### src/source/umtrx_macros.svh
// Bus widths and map constants for one wb_clk master whose slave pages never overlap
`ifndef UMTRX_MACROS_SVH
`define UMTRX_MACROS_SVH

////////////////////////////////////////
// Bus widths
`define UMTRX_DW      32     // Data bits
`define UMTRX_AW      16     // Byte address over 64K
`define UMTRX_SW      4      // Byte lanes
`define UMTRX_RAM_AW  8      // 256 words per RAM

////////////////////////////////////////
// Slave pages, compared on address bits 15:8
`define SLV_MAIN_BASE 8'h00  // Main RAM at 0K
`define SLV_MAIN_MASK 8'hC0
`define SLV_SET_BASE  8'h70  // Settings bus
`define SLV_SET_MASK  8'hF0
`define SLV_RB_BASE   8'h5C  // Readback words
`define SLV_RB_MASK   8'hFC
`define SLV_BOOT_BASE 8'hC0  // Boot RAM at 48K
`define SLV_BOOT_MASK 8'hC0

////////////////////////////////////////
// Settings register numbers
`define SR_MISC       8'd0   // 7 regs
`define SR_TIME64     8'd10  // Hi stage then lo load
`define SR_DIVSW      8'd180 // 2 switches

// Reset and identity values
`define LED_SRC_RESET 8'h1E  // Run LEDs under hardware control
`define COMPAT_NUM    {16'd9, 16'd0} // Major 9 minor 0

`endif

### src/source/wb_bus_pkg.sv
// Bus types for the single-master decoder; addresses are byte addresses of UMTRX_AW bits
`include "umtrx_macros.svh"

package wb_bus_pkg;

   ////////////////////////////////////////
   // One bus address read two ways
   typedef union packed {
      logic [`UMTRX_AW-1:0] flat;   // Whole byte address for the boot swap
      struct packed {
         logic [7:0] page;          // Decoder compares this
         logic [7:0] offset;        // Byte within the page
      } pg;
   } wb_addr_u;

   ////////////////////////////////////////
   // Decoder slots
   typedef enum logic [1:0] {
      MAIN = 2'd0,   // Main RAM
      SET  = 2'd1,   // Settings bus
      RB   = 2'd2,   // Readback mux
      BOOT = 2'd3    // Boot RAM
   } slave_idx_e;

endpackage

### src/source/boot_reset_ctrl.sv
// Boot RAM answers at page 0 until the bootloader reports done; only por_rst brings the swap back
`timescale 1ns/1ns
`include "umtrx_macros.svh"

module boot_reset_ctrl
   import wb_bus_pkg::*;
(
   input  logic     wb_clk,
   input  logic     por_rst,
   input  logic     bldr_done_i,   // Flag from the settings bus
   input  wb_addr_u cpu_adr_i,     // As driven by the master
   output wb_addr_u bus_adr_o,     // As seen by the decoder
   output logic     wb_rst_o
);

   localparam logic ST_WAIT = 1'b0;   // Bootloader still running
   localparam logic ST_DONE = 1'b1;   // Swap ended for good

   logic state_q;
   logic core_rst_q;

   always_ff @(posedge wb_clk) begin
      if (por_rst) begin
         state_q    <= ST_WAIT;
         core_rst_q <= 1'b1;            // Core held during POR
      end else begin
         core_rst_q <= 1'b0;            // Default low, pulses are one cycle
         if (state_q == ST_WAIT && bldr_done_i) begin
            state_q    <= ST_DONE;
            core_rst_q <= 1'b1;         // Restart the core on the main image
         end
      end
   end

   assign wb_rst_o = core_rst_q;

   ////////////////////////////////////////
   // Address swap
   // Equal top bits select the 0K or 48K region, flip both while waiting
   always_comb begin
      bus_adr_o = cpu_adr_i;
      if (state_q == ST_WAIT &&
          cpu_adr_i.flat[`UMTRX_AW-1] == cpu_adr_i.flat[`UMTRX_AW-2]) begin
         bus_adr_o.flat = cpu_adr_i.flat ^ {2'b11, {(`UMTRX_AW-2){1'b0}}};
      end
   end

endmodule

### config.mk
export PLATFORM = sky130hd
export DESIGN_NAME = boot_reset_ctrl
export DESIGN_NICKNAME = d
export VERILOG_FILES = /design/src/source/wb_bus_pkg.sv /design/src/source/boot_reset_ctrl.sv
export VERILOG_INCLUDE_DIRS = /design/src /design/src/source
export SDC_FILE = /design/constraint.sdc
export NUM_CORES = 1
export LEC_CHECK = 0
export ABC_CLOCK_PERIOD_IN_PS = 1500
export BUFFER_PORTS_ARGS = -buffer_cell sky130_fd_sc_hd__buf_2
export CAP_MARGIN = 0
export CORE_AREA = 2 2 39 41
export DETAILED_ROUTE_END_ITERATION = 7
export DIE_AREA = 0 0 41 43
export RECOVER_POWER = 50
export SETUP_SLACK_MARGIN = 0.05
export SLEW_MARGIN = 20
export SYNTH_ARGS = -nofsm -noshare
export SYNTH_HDL_FRONTEND = slang
export SYNTH_SLANG_ARGS = --single-unit
export TNS_END_PERCENT = 5
### constraint.sdc
create_clock -name wb_clk -period 1.5 [get_ports wb_clk]
set_input_delay 0 -clock wb_clk [delete_from_list [all_inputs] [get_ports wb_clk]]
set_output_delay 0 -clock wb_clk [all_outputs]
set_load 0.05 [all_outputs]
==> results.json <==
{
  "status": "completed",
  "grtUsageTotal": 0.0451,
  "port_buffers": 7,
  "die_x_um": 41,
  "syn_area_per_cell_um2": 7.66,
  "worst_slew_pin_slew_ns": 0.255,
  "async_reset_ff_frac": 0,
  "reg2regPathDepth": 3,
  "yosysTopAreaCell": "buf_4",
  "antenna_found_initial": 0,
  "cp_max_fo": 2,
  "synthFlopType": "dfxtp_1",
  "fin_ws_ns": 0.280,
  "drc_errors": 0,
  "num_vias": 129,
  "ir_worst_vdd_mv": 0.329,
  "hp-class": "input pin to output pin",
  "nNetsFinal": 44,
  "synth_seq_cells": 2,
  "ant_nets": 0,
  "finalMaxSlewViolations": 0,
  "routedWlPerCell_um": 8.21,
  "rows": 14,
  "firstDrtPassIters": 1,
  "fin_crit_sh": 0.813,
  "clock_sinks": 2,
  "cts_tree": "built",
  "yosysSeqAreaShare": 0.218,
  "finClkSkew_ns": 0.000842,
  "synth.top_cell.area_share": 0.571,
  "p_per_area_nw_per_um2": 1240,
  "fin_setup_tns_ns": 0,
  "rsz0062_at_grt": "false",
  "path_clk_slew_ns": 0.03,
  "wl_um": 320,
  "ios": 36,
  "antennaDiodeCount": 0,
  "yosysMostFrequentCell": "buf_4",
  "root_buffer": "clkbuf_4",
  "synth-edff-count": 0,
  "initial_core_util": 0.133,
  "slew_headroom": 0.831,
  "first_global_vias": 138,
  "holdWs_ns": 0.0000180,
  "design.die.area_um2": 1760,
  "netlist_instances": 24,
  "grt_max_degree": 6,
  "path_class": "input pin to flip-flop",
  "insertion_delay_ns": 0.22,
  "netlist_area_um2": 184,
  "grt_pass1_wl_um": 489,
  "worstPathRequired_ns": 1.60,
  "postCtsSetupBuffers": 0,
  "cts_inserted_buffers": 3,
  "die_h_um": 43,
  "maxCapViolations": 0,
  "htreeDepth": 1,
  "fillers": 164,
  "start_kind": "input pin",
  "cp.arrival_ns": 1.32,
  "synth.distinct_cells": 9,
  "endpoint_kind": "flip-flop",
  "ys_top_cells_by_area": "buf_4 (57%), dfxtp_1 (22%), a21o_1 (4.1%)",
  "setup-violations-final": 0,
  "max_freq_ghz": 0.820,
  "clockBufferDepth": 2,
  "grt_overflow": 0,
  "avgViaCountPerCell": 3.31,
  "yosys-top-cells-count": "buf_4 (14), dfxtp_1 (2), nor2_1 (2)",
  "syn_to_final_growth_pct": 1.36,
  "core-area_um2": 1380,
  "final_layout_size_suffix_gt1_frac": 0.435,
  "hold_depth": 0,
  "yosysWarnings": 0,
  "drt_iter0_drc": 0,
  "routabilityCongestion": 0.503,
  "hold_viol_final": 0,
  "period_minus_slack_ns": 1.22,
  "synth_nets": 43,
  "power.leakage_nw": 0.0906,
  "post-place-ws_ns": 0.667
}
-- cell families after synthesis --
group,after synthesis,share of synthesized area
AO/OA/AOI/OAI,3,0.0952
AND/OR/NAND/NOR,4,0.0953
flip-flops,2,0.218
buffers and inverters,15,0.592
-- cell usage in the layout, fill, tap and decap left out --
master / Yosys / routed
a21o_1: 1 / 1
a21oi_1: 1 / 1
buf_2: 0 / 7
clkbuf_4: 0 / 3
dfxtp_1: 2 / 2
dlygate4sd3_1: 0 / 3
inv_1: 1 / 1
nand2_1: 1 / 1
nor2_1: 2 / 2
nor2b_1: 1 / 1
o21ai_0: 1 / 1
-- area by class of cell --
type / count / area (um2) / share of cell area
Clock buffer: 3 / 22.5 / 0.121
Inverter: 1 / 3.75 / 0.0201
Multi-Input combinational cell: 7 / 35.0 / 0.188
Sequential cell: 2 / 40.0 / 0.215
Tap cell: 16 / 20.0 / 0.107
Timing Repair Buffer: 10 / 65.1 / 0.349
-- metal layers --
metal | wire (um) | global-route usage | vias up
met5 | 0 | 0 | -
met4 | 2 | 0.0667 | 0
met3 | 48 | 0.00524 | 2
met2 | 155 | 0.0656 | 13
met1 | 114 | 0.0415 | 56
li1 | - | - | 58
-- registers in the layout, indices dropped and copies added, names as in the netlist --
signal / cells
state_q: 1
wb_rst_o: 1
-- critical path, stage by stage --
cell and delay, ns:
dlygate4sd3_1 0.53, buf_2 0.13, nor2_1 0.08, nor2_1 0.04, dlygate4sd3_1 0.54
-- final timing paths --
| check | startpoint | end | slack (ns) |
|---|---|---|---|
| worst max-delay path | bldr_done_i | state_q | 0.28 |
| worst min-delay path | cpu_adr_i[7] | bus_adr_o[7] | 0.00002 |
| worst max register to register | state_q | state_q | 0.37 |
| worst min register to register | state_q | wb_rst_o | 0.54 |
-- where the power goes --
part           leakage [nW]  internal (W)   total, W  switching [W]
registers            0.0168     0.0000575  0.0000598     0.00000230
clock network        0.0138     0.0000881   0.000118      0.0000294
logic                0.0600     0.0000183  0.0000531      0.0000348
-- stage by stage --
step | power (W) | util | std cells | instance area (um2)
after floorplan | 0.000193 | - | 24 | 184
after global placement | 0.000107 | 0.0967 | 33 | 134
after detailed placement | 0.000107 | 0.0967 | 33 | 134
after CTS | 0.000239 | 0.135 | 39 | 186
after global routing | 0.000244 | 0.135 | 39 | 186
final | 0.000230 | 0.135 | 39 | 186
-- what timing repair did --
item / CTS / global route
gates resized for setup: 0 / 0
hold endpoints to repair: 2 / 0
hold buffers: 3 / 0
setup endpoints to repair: 0 / 0
Power figures use the tool's default switching activity.
