<file path="src/source/umtrx_macros.svh">
// Bus widths and map constants for one wb_clk master whose slave pages never overlap
`ifndef UMTRX_MACROS_SVH
`define UMTRX_MACROS_SVH

////////////////////////////////////////
// Bus widths
`define UMTRX_DW      32     // Data bits
`define UMTRX_AW      16     // Byte address over 64K
`define UMTRX_SW      4      // Byte lanes
`define UMTRX_RAM_AW  8      // 256 words per RAM

////////////////////////////////////////
// Slave pages, compared on address bits 15:8
`define SLV_MAIN_BASE 8'h00  // Main RAM at 0K
`define SLV_MAIN_MASK 8'hC0
`define SLV_SET_BASE  8'h70  // Settings bus
`define SLV_SET_MASK  8'hF0
`define SLV_RB_BASE   8'h5C  // Readback words
`define SLV_RB_MASK   8'hFC
`define SLV_BOOT_BASE 8'hC0  // Boot RAM at 48K
`define SLV_BOOT_MASK 8'hC0

////////////////////////////////////////
// Settings register numbers
`define SR_MISC       8'd0   // 7 regs
`define SR_TIME64     8'd10  // Hi stage then lo load
`define SR_DIVSW      8'd180 // 2 switches

// Reset and identity values
`define LED_SRC_RESET 8'h1E  // Run LEDs under hardware control
`define COMPAT_NUM    {16'd9, 16'd0} // Major 9 minor 0

`endif

</file>
<file path="src/source/radio_ctrl_pkg.sv">
// Radio control types; every value here lives in the wb_clk domain
package radio_ctrl_pkg;

   // Settings register number, word offset in the settings page
   typedef logic [7:0] set_addr_t;

   // Front panel LEDs, one bit each
   typedef logic [7:0] led_vec_t;

   // VITA time in wb_clk ticks
   typedef logic [63:0] vita_time_t;

endpackage

</file>
<file path="src/source/vita_timer.sv">
// Time counts wb_clk ticks; the PPS latch trails the pin by the two-flop synchronizer delay
`timescale 1ns/1ns
`include "umtrx_macros.svh"

module vita_timer
   import radio_ctrl_pkg::*;
(
   input  logic        wb_clk,
   input  logic        wb_rst_i,
   input  logic        set_stb_i,
   input  set_addr_t   set_addr_i,
   input  logic [31:0] set_data_i,
   input  logic        pps_i,          // Async pin
   output vita_time_t  vita_time_o,
   output vita_time_t  vita_time_pps_o
);

   logic [31:0] hi_stage_q;   // Waits for the low word
   logic [2:0]  pps_q;        // Two sync flops then history
   logic        pps_rise;
   logic        load_hi;
   logic        load_lo;

   assign load_hi  = set_stb_i && (set_addr_i == `SR_TIME64);
   assign load_lo  = set_stb_i && (set_addr_i == `SR_TIME64 + 8'd1);
   assign pps_rise = pps_q[1] & ~pps_q[2];

   always_ff @(posedge wb_clk) begin
      if (wb_rst_i) begin
         hi_stage_q      <= '0;
         pps_q           <= '0;
         vita_time_o     <= '0;
         vita_time_pps_o <= '0;
      end else begin
         pps_q <= {pps_q[1:0], pps_i};
         if (load_hi) begin
            hi_stage_q <= set_data_i;
         end
         // Low word write commits both halves at once
         if (load_lo) begin
            vita_time_o <= {hi_stage_q, set_data_i};
         end else begin
            vita_time_o <= vita_time_o + 64'd1;
         end
         if (pps_rise) begin
            vita_time_pps_o <= vita_time_o;   // Snapshot on the edge
         end
      end
   end

endmodule

</file>
<file path="config.mk">
export PLATFORM = sky130hd
export DESIGN_NAME = vita_timer
export DESIGN_NICKNAME = d
export VERILOG_FILES = /design/src/source/radio_ctrl_pkg.sv /design/src/source/vita_timer.sv
export VERILOG_INCLUDE_DIRS = /design/src /design/src/source
export SDC_FILE = /design/constraint.sdc
export NUM_CORES = 1
export LEC_CHECK = 0
export BUFFER_PORTS_ARGS = -buffer_cell sky130_fd_sc_hd__buf_2
export CAP_MARGIN = 20
export CORE_ASPECT_RATIO = 1.5
export CORE_MARGIN = 4
export CORE_UTILIZATION = 40
export DETAILED_ROUTE_END_ITERATION = 8
export PLACE_DENSITY_LB_ADDON = 0.3
export SYNTH_ARGS = -nofsm -noshare
export SYNTH_HDL_FRONTEND = slang
export SYNTH_SLANG_ARGS = --single-unit
</file>
<file path="constraint.sdc">
create_clock -name wb_clk -period 3.5 [get_ports wb_clk]
set_input_delay 0.35 -clock wb_clk [delete_from_list [all_inputs] [get_ports wb_clk]]
set_output_delay 0.35 -clock wb_clk [all_outputs]
set_load 0.03 [all_outputs]
</file>
==> impl_metrics.csv <==
group,metric,value,unit
outcome,outcome,"completed",
floorplanning,core-area,17300,um^2
sta,rsz0062_at_grt,"false",
run,maxCapViolCount,0,
critical_path,crit_type,"reg2reg",
route,wl_per_cell,18.0,um
cts,cts_max_level,4,
cts,cts.sinks,163,
critical_path,crit_fanout,11,
floorplanning,dieWidth,117,um
min_path,hp-class,"in2reg",
layout,layout.nets,1087,
cts,post_cts_buffers,0,
sta,finClkSkew,0.00657,ns
sta,hold_viol,0,
floorplanning,dieArea,19900,um^2
critical_path,cp_num_buf_inv,0,
critical_path,crit_required,3.83,ns
pwr,ir_drop,0.273,mV
route,wl,22800,um
critical_path,critical-path-max-stage-delay,0.81,ns
cts,cts_tree,"built",
sta,setup_tns,0,ns
critical_path,cp_data_arrival_time,3.19,ns
sta,timing.hold.ws,0.156,ns
sta,min_period,2.86,ns
logic_synthesis,syn-cell-area,7080,um^2
critical_path,cp_slowest_cell,"or4_1",
grt,grt_util_all_layers,23.0,%
route,vias,6949,
grt,grt_pass1_wl,35800,um
critical_path,r2r_cells,5,
cts,clk_latency,0.42,ns
critical_path,regToRegSetupSlack,0.64,ns
layout,stdcell_area,8720,um^2
cts,clkTransAtPathRegs,0.06,ns
placement,gp_congestion,0.889,
placement,place_ws,0.677,ns
pwr,p_leak,3.39,nW
logic_synthesis,ys_ff_latch,163,
sta,fin_ws,0.636,ns
route,ant_nets,0,
logic_synthesis,synth_cells,899,
logic_synthesis,syn_nets,944,
critical_path,rr_endpoint,"vita_time_o[60]",
sta,setup_viol,0,
logic_synthesis,avgSynthCellArea,7.88,um^2
grt,grt_max_degree,69,
cts,cts-root-buf,"clkbuf_16",
logic_synthesis,synth_cell_types,40,
sta,max-slew-margin-rel,48.5,%
route,drt_iter0_drc,415,
critical_path,cp-endpoint,"vita_time_o[60]",
sta,fmax,349,MHz
critical_path,crit_family,"simple AND/OR/NAND/NOR gates",
layout,mostFrequentLayoutCells,"nand2_1, buf_2, dfxtp_1, a21oi_1, nor2_1",
sta,tightest_slew,0.771,ns
layout,antenna_cells,0,
critical_path,path_depth,5,
layout,synthToLayoutAreaGrowth,23.2,%
cts,cts_resized,0,
logic_synthesis,ys_seq_area_share,46.1,%
grt,grt_overflow,0,
pwr,power.density,445,nW/um^2
critical_path,r2r_start,"vita_time_o[11]",
critical_path,crit_top_cell,"or4_1",
grt,antenna_found_initial,1,
critical_path,end_kind,"flop",
layout,final_util,50.3,%
grt,grt_pass1_vias,6588,
floorplanning,start_util,40.8,%
route,firstDrtPassIters,5,
critical_path,crit_path_start_kind,"flop",
placement,hpwl,16400,um
min_path,holdPathStages,2,
cts,numCtsBuffers,17,
route,drc,0,
placement,io_buffers,171,
critical_path,cp_cell_sequence,"nand4_1 -> or4_1 -> or4_1 -> or3_1 -> a311oi_1",
sta,slew_violations,0,
sta,layout_worst_path_cycle_share,81.8,%
cts,cts-hold-fix-buffers,0,
cts,cts.path.max_buffers,2,
route,viasPerCell,5.49,
logic_synthesis,yosys_warnings,0,
floorplanning,die_y,171,um
critical_path,crit_start,"vita_time_o[11]",
floorplanning,io_pins,172,
layout,final_common_cell,"nand2_1",
layout,layout-drive-gt1-share,21.7,%
floorplanning,num_rows,59,
placement,placed_area,8140,um^2
stage by stage:
step / total power, mW / cells
floorplan: 1.98 / 899
global placement: 2.04 / 1236
detailed placement: 2.04 / 1236
CTS: 3.91 / 1266
global route: 4.00 / 1266
finish: 3.88 / 1266
sequential cells by signal, summed over array words and instances (netlist names):
name and flops:
vita_time_o 64, vita_time_pps_o 64, hi_stage_q 32, pps_q 3
worst register-to-register path: cells and delay by family (launching register included):
family	cells	cell delay [ns]
compound gates	1	0.25
flops	1	0.47
simple gates	4	2.06
cells in the mapped netlist:
library cell | n | share of area, %
dfxtp_1 | 163 | 46
o21ai_0 | 2 | 0.14
mux2i_1 | 4 | 0.57
nor2b_1 | 4 | 0.35
clkinv_1 | 1 | 0.053
or4b_1 | 1 | 0.14
xnor2_1 | 21 | 2.6
ha_1 | 1 | 0.18
and2_1 | 2 | 0.18
or4b_2 | 1 | 0.14
nand4_1 | 36 | 3.2
nand2_1 | 215 | 11
inv_1 | 5 | 0.26
o41ai_1 | 1 | 0.12
a311oi_1 | 7 | 0.87
and3_1 | 13 | 1.1
nor4bb_1 | 1 | 0.14
nand2b_1 | 1 | 0.088
nand4_2 | 2 | 0.35
and4_1 | 6 | 0.74
a31oi_1 | 2 | 0.18
buf_2 | 1 | 0.071
nor4_1 | 17 | 1.5
or3_1 | 8 | 0.71
o31ai_1 | 4 | 0.42
or4_4 | 1 | 0.16
buf_1 | 5 | 0.26
or4_1 | 10 | 1.1
nand3_1 | 34 | 2.4
nor4b_1 | 3 | 0.37
a311o_1 | 4 | 0.57
a21oi_1 | 101 | 7.1
xor2_1 | 24 | 3.0
or2_2 | 3 | 0.26
a211oi_1 | 46 | 4.9
nor2_1 | 73 | 3.9
o2111a_1 | 1 | 0.16
o311a_1 | 1 | 0.14
clkbuf_1 | 59 | 3.1
nor3_1 | 15 | 1.1
kinds of logic (layout without fill, tap and decap cells):
| logic type | Yosys count | count (layout) | synth area share (%) |
|---|---|---|---|
| AOI/OAI and AO/OA | 169 | 169 | 14.6 |
| xor gates and xnor gates | 45 | 45 | 5.56 |
| adders and majority gates | 1 | 1 | 0.177 |
| buffers and inverters | 71 | 225 | 3.78 |
| DFF | 163 | 163 | 46.1 |
| muxes | 4 | 4 | 0.565 |
| and+or+nand+nor | 446 | 446 | 29.2 |
report_power, final:
group	internal, mW	leakage [nW]	switching (mW)
logic	0.0352	1.80	0.0913
clock network	1.13	0.279	0.749
registers	1.86	1.31	0.00844
total	3.03	3.39	0.848
layout make-up:
class                   instances  area, um^2
clock inverters                 9         133
multi-input cells             665        3580
fillers                      1761        8620
clock buffers                  21         450
well taps                     213         267
flip-flops and latches        163        3260
repair buffers                189        1010
inverters                       6        22.5
routing by layer:
layer / vias to the layer above / share of wire [%] / global-route usage (%)
li1: 3434 / - / -
met2: 209 / 51 / 39.0
met4: 2 / 2.8 / 9.03
met3: 44 / 5.4 / 5.41
met1: 3260 / 41 / 27.9
met5: - / 0.053 / 0
worst min path at each step:
stage	from	endpoint	slack [ns]
3_5_place_dp	pps_q[0]	pps_q[1]	0.44
3_3_place_gp	pps_q[0]	pps_q[1]	0.44
6_report	pps_i	pps_q[0]	0.16
2_1_floorplan	pps_q[0]	pps_q[1]	0.41
4_1_cts	pps_i	pps_q[0]	0.14
5_1_grt	pps_i	pps_q[0]	0.13
(Power assumes the default switching activity.)
