[src/source/umtrx_macros.svh]
// Bus widths and map constants for one wb_clk master whose slave pages never overlap
`ifndef UMTRX_MACROS_SVH
`define UMTRX_MACROS_SVH

////////////////////////////////////////
// Bus widths
`define UMTRX_DW      32     // Data bits
`define UMTRX_AW      16     // Byte address over 64K
`define UMTRX_SW      4      // Byte lanes
`define UMTRX_RAM_AW  8      // 256 words per RAM

////////////////////////////////////////
// Slave pages, compared on address bits 15:8
`define SLV_MAIN_BASE 8'h00  // Main RAM at 0K
`define SLV_MAIN_MASK 8'hC0
`define SLV_SET_BASE  8'h70  // Settings bus
`define SLV_SET_MASK  8'hF0
`define SLV_RB_BASE   8'h5C  // Readback words
`define SLV_RB_MASK   8'hFC
`define SLV_BOOT_BASE 8'hC0  // Boot RAM at 48K
`define SLV_BOOT_MASK 8'hC0

////////////////////////////////////////
// Settings register numbers
`define SR_MISC       8'd0   // 7 regs
`define SR_TIME64     8'd10  // Hi stage then lo load
`define SR_DIVSW      8'd180 // 2 switches

// Reset and identity values
`define LED_SRC_RESET 8'h1E  // Run LEDs under hardware control
`define COMPAT_NUM    {16'd9, 16'd0} // Major 9 minor 0

`endif

[src/source/wb_bus_pkg.sv]
// Bus types for the single-master decoder; addresses are byte addresses of UMTRX_AW bits
`include "umtrx_macros.svh"

package wb_bus_pkg;

   ////////////////////////////////////////
   // One bus address read two ways
   typedef union packed {
      logic [`UMTRX_AW-1:0] flat;   // Whole byte address for the boot swap
      struct packed {
         logic [7:0] page;          // Decoder compares this
         logic [7:0] offset;        // Byte within the page
      } pg;
   } wb_addr_u;

   ////////////////////////////////////////
   // Decoder slots
   typedef enum logic [1:0] {
      MAIN = 2'd0,   // Main RAM
      SET  = 2'd1,   // Settings bus
      RB   = 2'd2,   // Readback mux
      BOOT = 2'd3    // Boot RAM
   } slave_idx_e;

endpackage

[src/source/wb_intercon.sv]
// Single master only with no arbitration; slaves see stb with cyc folded in and no err of their own
`timescale 1ns/1ns
`include "umtrx_macros.svh"

module wb_intercon
   import wb_bus_pkg::*;
(
   input  logic                      wb_clk,
   input  logic                      wb_rst_i,
   input  wb_addr_u                  m_adr_i,   // Already swapped
   input  logic                      m_cyc_i,
   input  logic                      m_stb_i,
   output logic                      m_ack_o,
   output logic                      m_err_o,
   output logic [`UMTRX_DW-1:0]      m_dat_o,
   output logic [3:0]                s_stb_o,   // By slave_idx_e
   input  logic [3:0]                s_ack_i,
   input  logic [3:0][`UMTRX_DW-1:0] s_dat_i
);

   logic [3:0] hit;       // One-hot page match
   slave_idx_e sel_idx;   // Read data source
   logic       req;       // Live master request
   logic       err_q;     // Unmapped ack

   assign req = m_cyc_i & m_stb_i;

   ////////////////////////////////////////
   // Page decode
   always_comb begin
      hit       = '0;
      hit[MAIN] = (m_adr_i.pg.page & `SLV_MAIN_MASK) == `SLV_MAIN_BASE;
      hit[SET]  = (m_adr_i.pg.page & `SLV_SET_MASK) == `SLV_SET_BASE;
      hit[RB]   = (m_adr_i.pg.page & `SLV_RB_MASK) == `SLV_RB_BASE;
      hit[BOOT] = (m_adr_i.pg.page & `SLV_BOOT_MASK) == `SLV_BOOT_BASE;
   end

   // Pages are disjoint so any order works here
   always_comb begin
      sel_idx = MAIN;
      if (hit[SET]) begin
         sel_idx = SET;
      end else if (hit[RB]) begin
         sel_idx = RB;
      end else if (hit[BOOT]) begin
         sel_idx = BOOT;
      end
   end

   assign s_stb_o = {4{req}} & hit;      // Strobe only the addressed slave
   assign m_ack_o = |s_ack_i;            // Idle slaves hold ack low
   assign m_dat_o = s_dat_i[sel_idx];    // Master holds adr until ack

   ////////////////////////////////////////
   // Unmapped access
   // Registered like a slave ack so an error costs the same cycle
   always_ff @(posedge wb_clk) begin
      if (wb_rst_i) begin
         err_q <= 1'b0;
      end else begin
         err_q <= req & ~(|hit) & ~err_q;   // Single cycle pulse
      end
   end

   assign m_err_o = err_q;

endmodule

[config.mk]
export PLATFORM = sky130hd
export DESIGN_NAME = wb_intercon
export DESIGN_NICKNAME = d
export VERILOG_FILES = /design/src/source/wb_bus_pkg.sv /design/src/source/wb_intercon.sv
export VERILOG_INCLUDE_DIRS = /design/src /design/src/source
export SDC_FILE = /design/constraint.sdc
export NUM_CORES = 1
export LEC_CHECK = 0
export BUFFER_PORTS_ARGS = -buffer_cell sky130_fd_sc_hd__buf_4
export CORE_MARGIN = 4
export CORE_UTILIZATION = 28
export CTS_BUF_LIST = sky130_fd_sc_hd__clkbuf_8
export DETAILED_ROUTE_END_ITERATION = 12
export GPL_ROUTABILITY_DRIVEN = 0
export PLACE_DENSITY = 0.83
export SLEW_MARGIN = 5
export SYNTH_ARGS = -nofsm -noshare
export SYNTH_HDL_FRONTEND = slang
export SYNTH_SLANG_ARGS = --single-unit
[constraint.sdc]
create_clock -name wb_clk -period 1.55 [get_ports wb_clk]
set_input_delay 0.31 -clock wb_clk [delete_from_list [all_inputs] [get_ports wb_clk]]
set_output_delay 0.31 -clock wb_clk [all_outputs]
set_load 0.02 [all_outputs]
==> impl_metrics.json <==
{
  "grt_max_degree": 39,
  "min_period_over_period": 1.13,
  "largest_register_ffs": 1,
  "synthesis.nets": 326,
  "fin_area_um2": 3670,
  "ctsHoldBuffers": 0,
  "vias_per_cell": 5.72,
  "routedWlPerCell_um": 20.9,
  "synthXorXnorAreaFrac": 0,
  "power.density_nw_per_um2": 326,
  "die_area_um2": 5810,
  "yosys.area_share.adder": 0,
  "final_max_slew_viol_count": 0,
  "yosys.area_share.simple": 0.377,
  "nNetsFinal": 501,
  "ir_worst_vdd_mv": 0.216,
  "power.total_mw": 1.20,
  "finalWorstSetupSlack_ps": -195,
  "antenna_left": 0,
  "io_pins": 190,
  "synth_compound_area_frac": 0.516,
  "syn_to_final_growth_pct": 182,
  "grt_pass1_wl_um": 12300,
  "cp-end-kind": "output port",
  "antenna_found_initial": 0,
  "diodes": 0,
  "io_buffers": 179,
  "rows": 24,
  "power.leakage_nw": 1.51,
  "arrival_ps": 1430,
  "finalSetupViolCount": 33,
  "crit_top_cell": "buf_4",
  "synth_top_family_by_area": "compound AO/OA/AOI/OAI gates",
  "die_x_um": 76.2,
  "ys_seq_area_frac": 0.0154,
  "ys_seq_elements": 1,
  "run_status": "finished, violations left",
  "hpwl_um": 5990,
  "firstDrtPassIters": 4,
  "fmax_ghz": 0.573,
  "hold_viol_final": 0,
  "drc": 0,
  "failed_checks": "negative setup slack",
  "grt_util_all_layers": 0.252,
  "hold_class": "reg -> reg",
  "worstSkewPairLatency_ps": 0,
  "start_util": 0.295,
  "syn_area_um2": 1300,
  "drive_gt1_frac": 0.767,
  "crit_chain": "buf_8, a211oi_2, buf_4, nor2_4, clkbuf_16, o221a_4, buf_4",
  "cp_top_family": "buffers and inverters",
  "synthMuxAreaShare": 0,
  "max_cap_violations": 0,
  "dpl_cell_area_um2": 3220,
  "clk_pin_slew_ps": 0,
  "timing.critical_path.slowest_cell_delay_ps": 250,
  "syn_area_per_cell_um2": 7.49,
  "die_h_um": 76.2,
  "fill_cells": 269,
  "worst_pin_slew_ps": 360,
  "yosysUniqueCellTypes": 22,
  "worstSetupPathType": "in -> out",
  "finish.utilization": 0.832,
  "crit_path_top_delay_cell": "o221a_4",
  "cp.required_ps": 1240,
  "cp-start-kind": "input pin",
  "period_minus_slack_ps": 1740,
  "postCtsSetupBuffers": 0,
  "rsz0062_at_grt": "yes",
  "critPathBufInv": 4,
  "yosys_warnings": 0,
  "core_um2": 4410,
  "hold_slack_ps": 426,
  "wirelength_um": 8350,
  "vias": 2282,
  "relSlewSlack": 0.760,
  "grt_pass1_vias": 2394,
  "drt_iter0_markers": 91,
  "globalRouteOverflowTotal": 0,
  "clock_skew_ps": 0,
  "synthCells": 174,
  "crit_fanout": 5
}
## cell families after synthesis
| group | Yosys count |
|---|---|
| simple gates | 77 |
| flops | 1 |
| buf+inv | 27 |
| compound gates | 69 |
## where the power goes
group | switching (mW) | leakage, nW | internal, mW
clock network | 0 | 0 | 0
registers | 0.000310 | 0.00811 | 0.0270
logic | 0.473 | 1.50 | 0.698
total | 0.474 | 1.51 | 0.725
## per-layer routing
metal	vias to the layer above	track usage	wire length [um]
li1	1067	-	-
met1	1070	0.264	2760
met2	125	0.508	4750
met3	20	0.0485	600
met4	0	0.0507	238
met5	-	0	0
## what timing repair did
action,4_1_cts,5_1_grt
endpoints found under the setup margin,34,35
pin swaps,9,2
gates resized for setup,49,17
gates cloned,2,3
## synthesized netlist by cell type
cell type | count | area [um^2]
o221a_1 | 32 | 360
a21oi_1 | 1 | 5.00
nor3_1 | 1 | 5.00
a2111oi_0 | 1 | 8.76
nand2_1 | 1 | 3.75
and3b_1 | 1 | 8.76
nor2_1 | 2 | 7.51
and4b_1 | 1 | 10.0
and4bb_1 | 1 | 12.5
and4_1 | 2 | 17.5
buf_4 | 1 | 7.51
nand2b_1 | 33 | 206
a211oi_1 | 1 | 7.51
dfxtp_1 | 1 | 20.0
clkbuf_1 | 13 | 48.8
o21ai_1 | 2 | 10.0
o221ai_1 | 32 | 280
or4_1 | 1 | 7.51
inv_1 | 1 | 3.75
nand3_1 | 1 | 5.00
buf_2 | 12 | 60.1
nor2b_1 | 33 | 206
## cell type report
| type | count | area (um^2) | share of cell area |
|---|---|---|---|
| Inverter | 1 | 3.75 | 0.00102 |
| Multi-Input combinational cell | 146 | 1760 | 0.478 |
| Sequential cell | 1 | 20.0 | 0.00545 |
| Tap cell | 52 | 65.1 | 0.0177 |
| Timing Repair Buffer | 199 | 1830 | 0.498 |
## final timing paths
kind,start,end,slack [ps],cells past startpoint
min,m_err_o,m_err_o,430,1
max,m_adr_i[10],m_dat_o[13],-190,7
min reg2reg,m_err_o,m_err_o,430,1
max reg2reg,m_err_o,m_err_o,810,1
## stage by stage
| step | instances | TNS (ps) | worst slack [ps] |
|---|---|---|---|
| 3_5_place_dp | 394 | -6270 | -234 |
| 2_1_floorplan | 174 | -135 | -14.5 |
| 4_1_cts | 396 | -4730 | -188 |
| 6_report | 399 | -5490 | -195 |
| 5_1_grt | 399 | -6500 | -224 |
| 3_3_place_gp | 394 | -5970 | -219 |
## layout by cell type, fill, tap and decap left out
cell type | Yosys | layout
a2111oi_0 | 1 | 1
a211oi_2 | 0 | 1
a21oi_1 | 1 | 1
and3b_2 | 0 | 1
and4_1 | 2 | 2
and4b_2 | 0 | 1
and4bb_1 | 1 | 1
buf_12 | 0 | 10
buf_4 | 1 | 149
buf_6 | 0 | 35
buf_8 | 0 | 1
clkbuf_16 | 0 | 4
dfxtp_1 | 1 | 1
inv_1 | 1 | 1
nand2_1 | 1 | 1
nand2b_1 | 33 | 33
nand3_2 | 0 | 1
nor2_4 | 0 | 2
nor2b_1 | 33 | 33
nor3_1 | 1 | 1
o21ai_1 | 2 | 2
o221a_1 | 32 | 3
o221a_4 | 0 | 29
o221ai_2 | 0 | 22
o221ai_4 | 0 | 10
or4_1 | 1 | 1
No activity file was read; power rests on OpenSTA's default activity.
