### src/source/umtrx_macros.svh
// Bus widths and map constants for one wb_clk master whose slave pages never overlap
`ifndef UMTRX_MACROS_SVH
`define UMTRX_MACROS_SVH

////////////////////////////////////////
// Bus widths
`define UMTRX_DW      32     // Data bits
`define UMTRX_AW      16     // Byte address over 64K
`define UMTRX_SW      4      // Byte lanes
`define UMTRX_RAM_AW  8      // 256 words per RAM

////////////////////////////////////////
// Slave pages, compared on address bits 15:8
`define SLV_MAIN_BASE 8'h00  // Main RAM at 0K
`define SLV_MAIN_MASK 8'hC0
`define SLV_SET_BASE  8'h70  // Settings bus
`define SLV_SET_MASK  8'hF0
`define SLV_RB_BASE   8'h5C  // Readback words
`define SLV_RB_MASK   8'hFC
`define SLV_BOOT_BASE 8'hC0  // Boot RAM at 48K
`define SLV_BOOT_MASK 8'hC0

////////////////////////////////////////
// Settings register numbers
`define SR_MISC       8'd0   // 7 regs
`define SR_TIME64     8'd10  // Hi stage then lo load
`define SR_DIVSW      8'd180 // 2 switches

// Reset and identity values
`define LED_SRC_RESET 8'h1E  // Run LEDs under hardware control
`define COMPAT_NUM    {16'd9, 16'd0} // Major 9 minor 0

`endif

### src/source/radio_ctrl_pkg.sv
// Radio control types; every value here lives in the wb_clk domain
package radio_ctrl_pkg;

   // Settings register number, word offset in the settings page
   typedef logic [7:0] set_addr_t;

   // Front panel LEDs, one bit each
   typedef logic [7:0] led_vec_t;

   // VITA time in wb_clk ticks
   typedef logic [63:0] vita_time_t;

endpackage

### src/source/readback_mux.sv
// Read-only slave; writes are acked and dropped, and unlisted words read as zero
`timescale 1ns/1ns
`include "umtrx_macros.svh"

module readback_mux
   import radio_ctrl_pkg::*;
(
   input  logic                 wb_clk,
   input  logic                 wb_rst_i,
   input  logic                 stb_i,
   input  logic [3:0]           adr_i,       // Word index
   input  vita_time_t           vita_time_i,
   input  vita_time_t           vita_time_pps_i,
   input  logic                 button_i,
   input  logic [1:0]           aux_ld_i,    // LD2, LD1
   output logic [`UMTRX_DW-1:0] dat_o,
   output logic                 ack_o
);

   always_ff @(posedge wb_clk) begin
      if (wb_rst_i) begin
         ack_o <= 1'b0;
      end else begin
         ack_o <= stb_i & ~ack_o;
      end
   end

   // Word select, valid with ack
   always_ff @(posedge wb_clk) begin
      case (adr_i)
         4'd10:   dat_o <= vita_time_i[63:32];
         4'd11:   dat_o <= vita_time_i[31:0];
         4'd12:   dat_o <= `COMPAT_NUM;
         4'd13:   dat_o <= {16'b0, aux_ld_i[1], aux_ld_i[0], button_i, 13'b0};
         4'd14:   dat_o <= vita_time_pps_i[63:32];
         4'd15:   dat_o <= vita_time_pps_i[31:0];
         default: dat_o <= '0;   // Status words not built here
      endcase
   end

endmodule

### config.mk
export PLATFORM = sky130hd
export DESIGN_NAME = readback_mux
export DESIGN_NICKNAME = d
export VERILOG_FILES = /design/src/source/radio_ctrl_pkg.sv /design/src/source/readback_mux.sv
export VERILOG_INCLUDE_DIRS = /design/src /design/src/source
export SDC_FILE = /design/constraint.sdc
export NUM_CORES = 1
export LEC_CHECK = 0
export BUFFER_PORTS_ARGS = -buffer_cell sky130_fd_sc_hd__buf_2
export CAP_MARGIN = 20
export CORE_MARGIN = 2
export CORE_UTILIZATION = 32
export DETAILED_ROUTE_END_ITERATION = 10
export PLACE_DENSITY = 0.79
export SLEW_MARGIN = 20
export SYNTH_ARGS = -nofsm -noshare
export SYNTH_HDL_FRONTEND = slang
export SYNTH_SLANG_ARGS = --single-unit
### constraint.sdc
create_clock -name wb_clk -period 1.1 [get_ports wb_clk]
set_input_delay 0.11 -clock wb_clk [delete_from_list [all_inputs] [get_ports wb_clk]]
set_output_delay 0.11 -clock wb_clk [all_outputs]
set_load 0.005 [all_outputs]
==> summary.txt, run 1 <==
Status
  – Status: complete, no violations

Floorplan
  – Die Y: 76.66 um
  – Std-Cell Rows: 26
  – Starting density of the core: 33.07%
  – Die Width: 76.66 um
  – DIE AREA: 5876 um2
  – I/O pin cnt: 171
  – Core Region: 5107 um2

Synthesis
  – Register area share after synthesis: 39.11%
  – Cell variety after synth: 27
  – Syn Nets: 298
  – Avg Inst Size Synth: 10.56 um2
  – Synthesized area: 1689 um2
  – Yosys warnings: 0
  – Cell count after synthesis: 160
  – Seq cells post-synth: 33

Timing
  – Final Setup Violations: 0
  – Fmax: 960.8 MHz
  – Clock Skews: 0 ps
  – Worst setup margin: 59.16 ps
  – Least-Margin Pin Slew: 655.8 ps
  – Minimum clock period: 1041 ps
  – Final Hold Viols: 0
  – Relative slew margins: 56.18%
  – Final Max Tran Viols: 0
  – Fin crit share: 94.62%
  – Hold Slack: 29.01 ps
  – RSZ-0062 raised after global routing: yes

Critical path
  – Crit path kind: primary input to flop
  – CP Cell Sequence: buf_2 -> nand2_1 -> nor3_4 -> a221o_2
  – Max FO, Critical Path: 13
  – Worst stage delay on the critical path: 560 ps
  – CP endpoint kind: flop
  – Critical-path top delay cell: nor3_4
  – Setup crit start kind: primary input
  – Critical Path RT: 1320 ps
  – WP data arrival: 1270 ps

Clock tree
  – CTS sink cnt: 33
  – TritonCTS clock tree: yes
  – H-tree depth: 2
  – Clock Path Buffers: 2
  – Worst-Skew Late Latency: 280 ps
  – CTS Buf Count: 5
  – Clock root cell: clkbuf_8
  – Clock slew at reported path FFs: 70 ps

Global route
  – Initial antenna violation count: 0
  – Wire length of the first global-routing pass: 9.135 mm
  – Total grt overflow: 0
  – GR Util All Layers: 19.36%
  – Vias in the first global route: 2026
  – Largest net degree at the start of global routing: 28

Pwr
  – VDD IR max: 0.4628 mV
  – Static leakage: 1.563 nW
  – Pwr Density: 1111 nW/um2

Placement
  – DP Worst Slack: -552.3 ps
  – Final Wtd Congestion: 0.8107
  – HPWL Detailed: 4.407 mm
  – Port Buf Inserts: 170

Cells and area
  – Fin util: 55.07%
  – Diode count: 0
  – FILL cells: 468
  – Share of post-route cells with drive strength above 1: 65.29%
  – Layout area overhead: 66.52%
  – Final nets: 477

Detailed routing
  – DRC viols: 0
  – Router iterations before antenna repair: 4
  – Via density: 4.839
  – Post-Route WL: 5.811 mm
  – Post-DR wirelength/cell: 14.17 um
  – Via Count: 1984
  – Post-DRT Antenna Nets: 0
  – DRT iter0 DRCs: 45

Run
  – Max Cap Viol: 0

Worst hold path
  – Worst min path class: primary input to flop
## cell usage after synthesis
| cell | instances | area [um2] |
|---|---|---|
| mux2i_1 | 34 | 340.3 |
| dfxtp_1 | 33 | 660.6 |
| nor2_1 | 27 | 101.4 |
| a221o_2 | 26 | 292.8 |
| buf_2 | 8 | 40.04 |
| a21o_1 | 3 | 22.52 |
| buf_6 | 3 | 33.78 |
| nand2_1 | 3 | 11.26 |
| buf_4 | 2 | 15.01 |
| nor3b_1 | 2 | 15.01 |
| o21ai_0 | 2 | 10.01 |
| o22ai_1 | 2 | 12.51 |
| a221o_1 | 1 | 10.01 |
| a31oi_1 | 1 | 6.260 |
| and3_1 | 1 | 6.260 |
| and4b_1 | 1 | 10.01 |
| inv_2 | 1 | 3.750 |
| nand2b_1 | 1 | 6.260 |
| nand3_1 | 1 | 5.000 |
| nand3_2 | 1 | 10.01 |
| nand3b_1 | 1 | 7.510 |
| nand3b_4 | 1 | 20.02 |
| nand4b_1 | 1 | 8.760 |
| nor2_2 | 1 | 6.260 |
| nor3_4 | 1 | 16.27 |
| o221ai_1 | 1 | 8.760 |
| o32ai_1 | 1 | 8.760 |
## cell type report
type                    count  area, um2  share of cell area (%)
repair buffers            184      987.2                   35.10
multi-input cells         114      957.2                   34.03
flip-flops and latches     33      660.6                   23.49
well taps                  70      87.58                   3.114
clock buffers               7      86.33                   3.069
clock inverters             1      30.03                   1.068
inverters                   1      3.754                  0.1335
## where the power goes
| group | switching, mW | leakage, nW | total, mW | internal, mW |
|---|---|---|---|---|
| sequential | 0.0178 | 0.271 | 1.28 | 1.27 |
| clock | 0.443 | 0.0585 | 1.18 | 0.739 |
| combinational | 0.268 | 1.23 | 0.659 | 0.391 |
| total | 0.729 | 1.56 | 3.13 | 2.40 |
## metrics by stage
step                      instance area, um2  setup TNS (ps)  total power, mW  std cells
after floorplan                         1689          -287.8            1.582        160
after global placement                  2646          -13930            1.938        398
after detailed placement                2646          -14470            1.957        398
after CTS                               2794               0            3.153        408
after global routing                    2813         -0.5975            3.282        410
final                                   2813               0            3.126        410
## timing repair
action,in CTS,in global routing
pin swaps,0,1
gates resized for setup,2,1
hold buffers,1,0
buffers inserted,0,2
hold endpoints to repair,1,0
setup endpoints to repair,27,15
cloned,1,0
## critical path: cells and delay by family
kind	cells	cell delay (ps)
buffers and inverters	1	140
AOI/OAI and AO/OA	1	260
and+or+nand+nor	2	750
## cell usage in the layout, fill, tap and decap left out, types with 2 or more instances in the layout
master | Yosys | final
nor2_1 | 27 | 27
buf_4 | 2 | 10
dfxtp_1 | 33 | 33
nor3b_1 | 2 | 2
a21o_1 | 3 | 3
o21ai_0 | 2 | 2
o22ai_1 | 2 | 2
buf_2 | 8 | 170
a221o_2 | 26 | 26
clkbuf_8 | 0 | 6
nor3_4 | 1 | 2
nand2_1 | 3 | 3
mux2i_1 | 34 | 34
buf_12 | 0 | 2
## worst paths after layout
kind | start | endpoint | slack, ps | cells after the start
setup / recovery | adr_i[1] | dat_o[31] | 60 | 4
hold / removal | button_i | dat_o[13] | 30 | 2
setup reg to reg | ack_o | ack_o | 490 | 1
hold reg to reg | ack_o | ack_o | 450 | 1
## logic make-up (layout without fill, tap and decap cells)
| logic type | count (synthesis) | in the layout | synth area share (%) |
|---|---|---|---|
| simple gates | 42 | 43 | 13.26 |
| compound gates | 37 | 37 | 22.00 |
| mux | 34 | 34 | 20.15 |
| flops | 33 | 33 | 39.11 |
| buf+inv | 14 | 193 | 5.481 |
## per-layer routing
metal	global-route usage, %	part of all wire (%)	up-vias
met4	6.909	2.0	0
met1	21.64	40	885
met2	35.04	50	111
met3	5.412	7.6	16
li1	-	-	972
met5	0	0	-
## flip-flops by register name, summed over array words and instances, names as in the netlist
register and flops:
dat_o 32, ack_o 1
Power figures use the tool's default switching activity.
==> run 2, diff against run 1 <==
--- a/config.mk
+++ b/config.mk
@@ -16,3 +16,4 @@
 export SYNTH_ARGS = -nofsm -noshare
 export SYNTH_HDL_FRONTEND = slang
 export SYNTH_SLANG_ARGS = --single-unit
+export TNS_END_PERCENT = 50
==> constraint.sdc (replaced) <==
create_clock -name wb_clk -period 0.89 [get_ports wb_clk]
set_input_delay 0.089 -clock wb_clk [delete_from_list [all_inputs] [get_ports wb_clk]]
set_output_delay 0.089 -clock wb_clk [all_outputs]
set_load 0.005 [all_outputs]
==> run 2 against run 1 <==
Global-route usage decreased by 0.19 points. Routed wire length is 0.53% higher. Core utilization up 2.1 points.
==> summary.txt, run 2 (synthesis gave the netlist of run 1 again) <==
Timing
  – Worst setup margin: 24.20 ps
  – Final Max Tran Viols: 0
  – Least-Margin Pin Slew: 201.0 ps
  – Fin crit share: 97.28%
  – Clock Skews: 0 ps
  – Fmax: 1155 MHz
  – Relative slew margins: 86.56%
  – Final Setup Violations: 0
  – Final Hold Viols: 0
  – RSZ-0062 raised after global routing: no
  – Setup_tns: 0 ps
  – Minimum clock period: 865.8 ps

Run
  – Max Cap Viol: 0

Cells and area
  – Post-route cell area: 2918 um2
  – Largest register FFs: 32
  – Commonest non-fill, non-tap cell in the layout: buf_2
  – Share of post-route cells with drive strength above 1: 65.69%
  – Diode count: 0
  – Final nets: 479
  – Most frequent cells in the layout: 169 x buf_2, 33 x mux2i_1, 33 x dfxtp_1
  – Final cell count without fillers: 411
  – FILL cells: 471
  – Top flop regs: dat_o (32), ack_o (1)
  – Largest reg by FF count: dat_o
  – Layout area overhead: 72.74%

Critical path
  – R2R Path End: ack_o
  – Worst stage delay on the critical path: 300 ps
  – R2R setup slack: 300 ps
  – Max FO, Critical Path: 16
  – Critical Path RT: 1050 ps
  – RR Startpoint: ack_o
  – CP endpoint kind: flop
  – Cells on worst reg2reg path: 1
  – Crit path kind: primary input to flop
  – CP Cell Sequence: buf_2 -> buf_8 -> nand3_4 -> buf_12 -> nor2_1 -> a221o_2
  – Setup crit start kind: primary input
  – WP data arrival: 1030 ps
  – Critical-path top delay cell: a221o_2

Detailed routing
  – Router iterations before antenna repair: 4
  – Via density: 4.898
  – Post-Route WL: 5.842 mm
  – Post-DRT Antenna Nets: 0
  – DRC viols: 0
  – Post-DR wirelength/cell: 14.21 um
  – DRT iter0 DRCs: 34
  – Via Count: 2013

Clock tree
  – Clock root cell: clkbuf_8
  – H-tree depth: 2
  – CTS sink cnt: 33
  – Clock Path Buffers: 2
  – Worst-Skew Late Latency: 270 ps
  – TritonCTS clock tree: yes
  – Clock slew at reported path FFs: 70 ps
  – CTS Buf Count: 5

Pwr
  – Tot Pwr: 3.599 mW
  – Pwr Density: 1233 nW/um2
  – Static leakage: 1.594 nW
  – VDD IR max: 0.6026 mV

Worst hold path
  – Min-Delay Startpoint: aux_ld_i[1]
  – Worst Hold Path Cells: 3
  – Hold Path End: dat_o[15]
  – Worst min path class: primary input to flop

Floorplan
  – Core Region: 5107 um2
  – Starting density of the core: 33.07%
  – DIE AREA: 5876 um2
  – I/O pin cnt: 171
  – Die Y: 76.66 um
  – Die Width: 76.66 um
  – Std-Cell Rows: 26

Placement
  – Port Buf Inserts: 170
  – Final Wtd Congestion: 0.7763
  – Placed insts: 398
  – DP Worst Slack: -614.5 ps
  – Area after DPL: 2691 um2

Global route
  – Wire length of the first global-routing pass: 8.928 mm
  – Largest net degree at the start of global routing: 22
  – Initial antenna violation count: 0
  – GR Util All Layers: 19.17%
  – Vias in the first global route: 1918
  – Total grt overflow: 0

Status
  – Status: complete, no violations
==> run 2: changes by cell type in the layout (fill, tap and decap cells not counted), sizes merged <==
cell / change
bufinv: -1
clkbuf: +1
dlygate4sd3: +1
==> run 2: cell type report <==
class | instances | area (um2) | share of cell area [%]
Tap cell | 70 | 87.58 | 3.002
Timing Repair Buffer | 186 | 1104 | 37.82
Sequential cell | 33 | 660.6 | 22.64
Multi-Input combinational cell | 114 | 975.9 | 33.45
Clock buffer | 7 | 86.33 | 2.959
Inverter | 1 | 3.754 | 0.1286
==> run 2: power by group <==
part / internal, mW / leakage, nW / switching [mW]
Sequential: 1.57 / 0.271 / 0.0209
Clock: 0.614 / 0.0443 / 0.530
Combinational: 0.525 / 1.28 / 0.344
Total: 2.70 / 1.59 / 0.894
==> run 2: worst max-delay path, delay by kind of cell <==
family | cells | cell delay [ps]
AOI/OAI and AO/OA | 1 | 300
buffers and inverters | 3 | 470
and+or+nand+nor | 2 | 170
==> run 2: timing repair <==
action                                  4_1_cts  5_1_grt
hold buffers                                  1        1
buffers inserted                              1        1
resized for setup                             5        7
endpoints found under the setup margin       27       26
pin swaps                                     2        1
hold endpoints to repair                      1        1
gates cloned                                  1        1
==> run 2: through the flow <==
stage               util (%)  hold WS, ps
CTS                    55.59       0.4067
detailed placement     52.69        261.5
global placement       52.69        253.0
floorplan                  -        164.8
global route           57.13        20.36
finish                 57.13        9.277
==> run 2: layer usage <==
metal | up-vias | GRT usage [%] | share of wire (%)
li1 | 983 | - | -
met1 | 919 | 19.60 | 38
met2 | 104 | 38.14 | 54
met3 | 7 | 5.294 | 7.1
met4 | 0 | 4.364 | 0.94
met5 | - | 0 | 0
==> run 2: worst max path at each step <==
stage | startpoint | endpoint | slack, ps | depth (start not counted)
6_report | adr_i[2] | dat_o[24] | 20 | 6
5_1_grt | adr_i[2] | dat_o[30] | 10 | 6
4_1_cts | adr_i[0] | dat_o[27] | -20 | 5
3_5_place_dp | adr_i[0] | dat_o[27] | -610 | 4
3_3_place_gp | adr_i[0] | dat_o[5] | -580 | 4
2_1_floorplan | adr_i[0] | dat_o[0] | -80 | 5
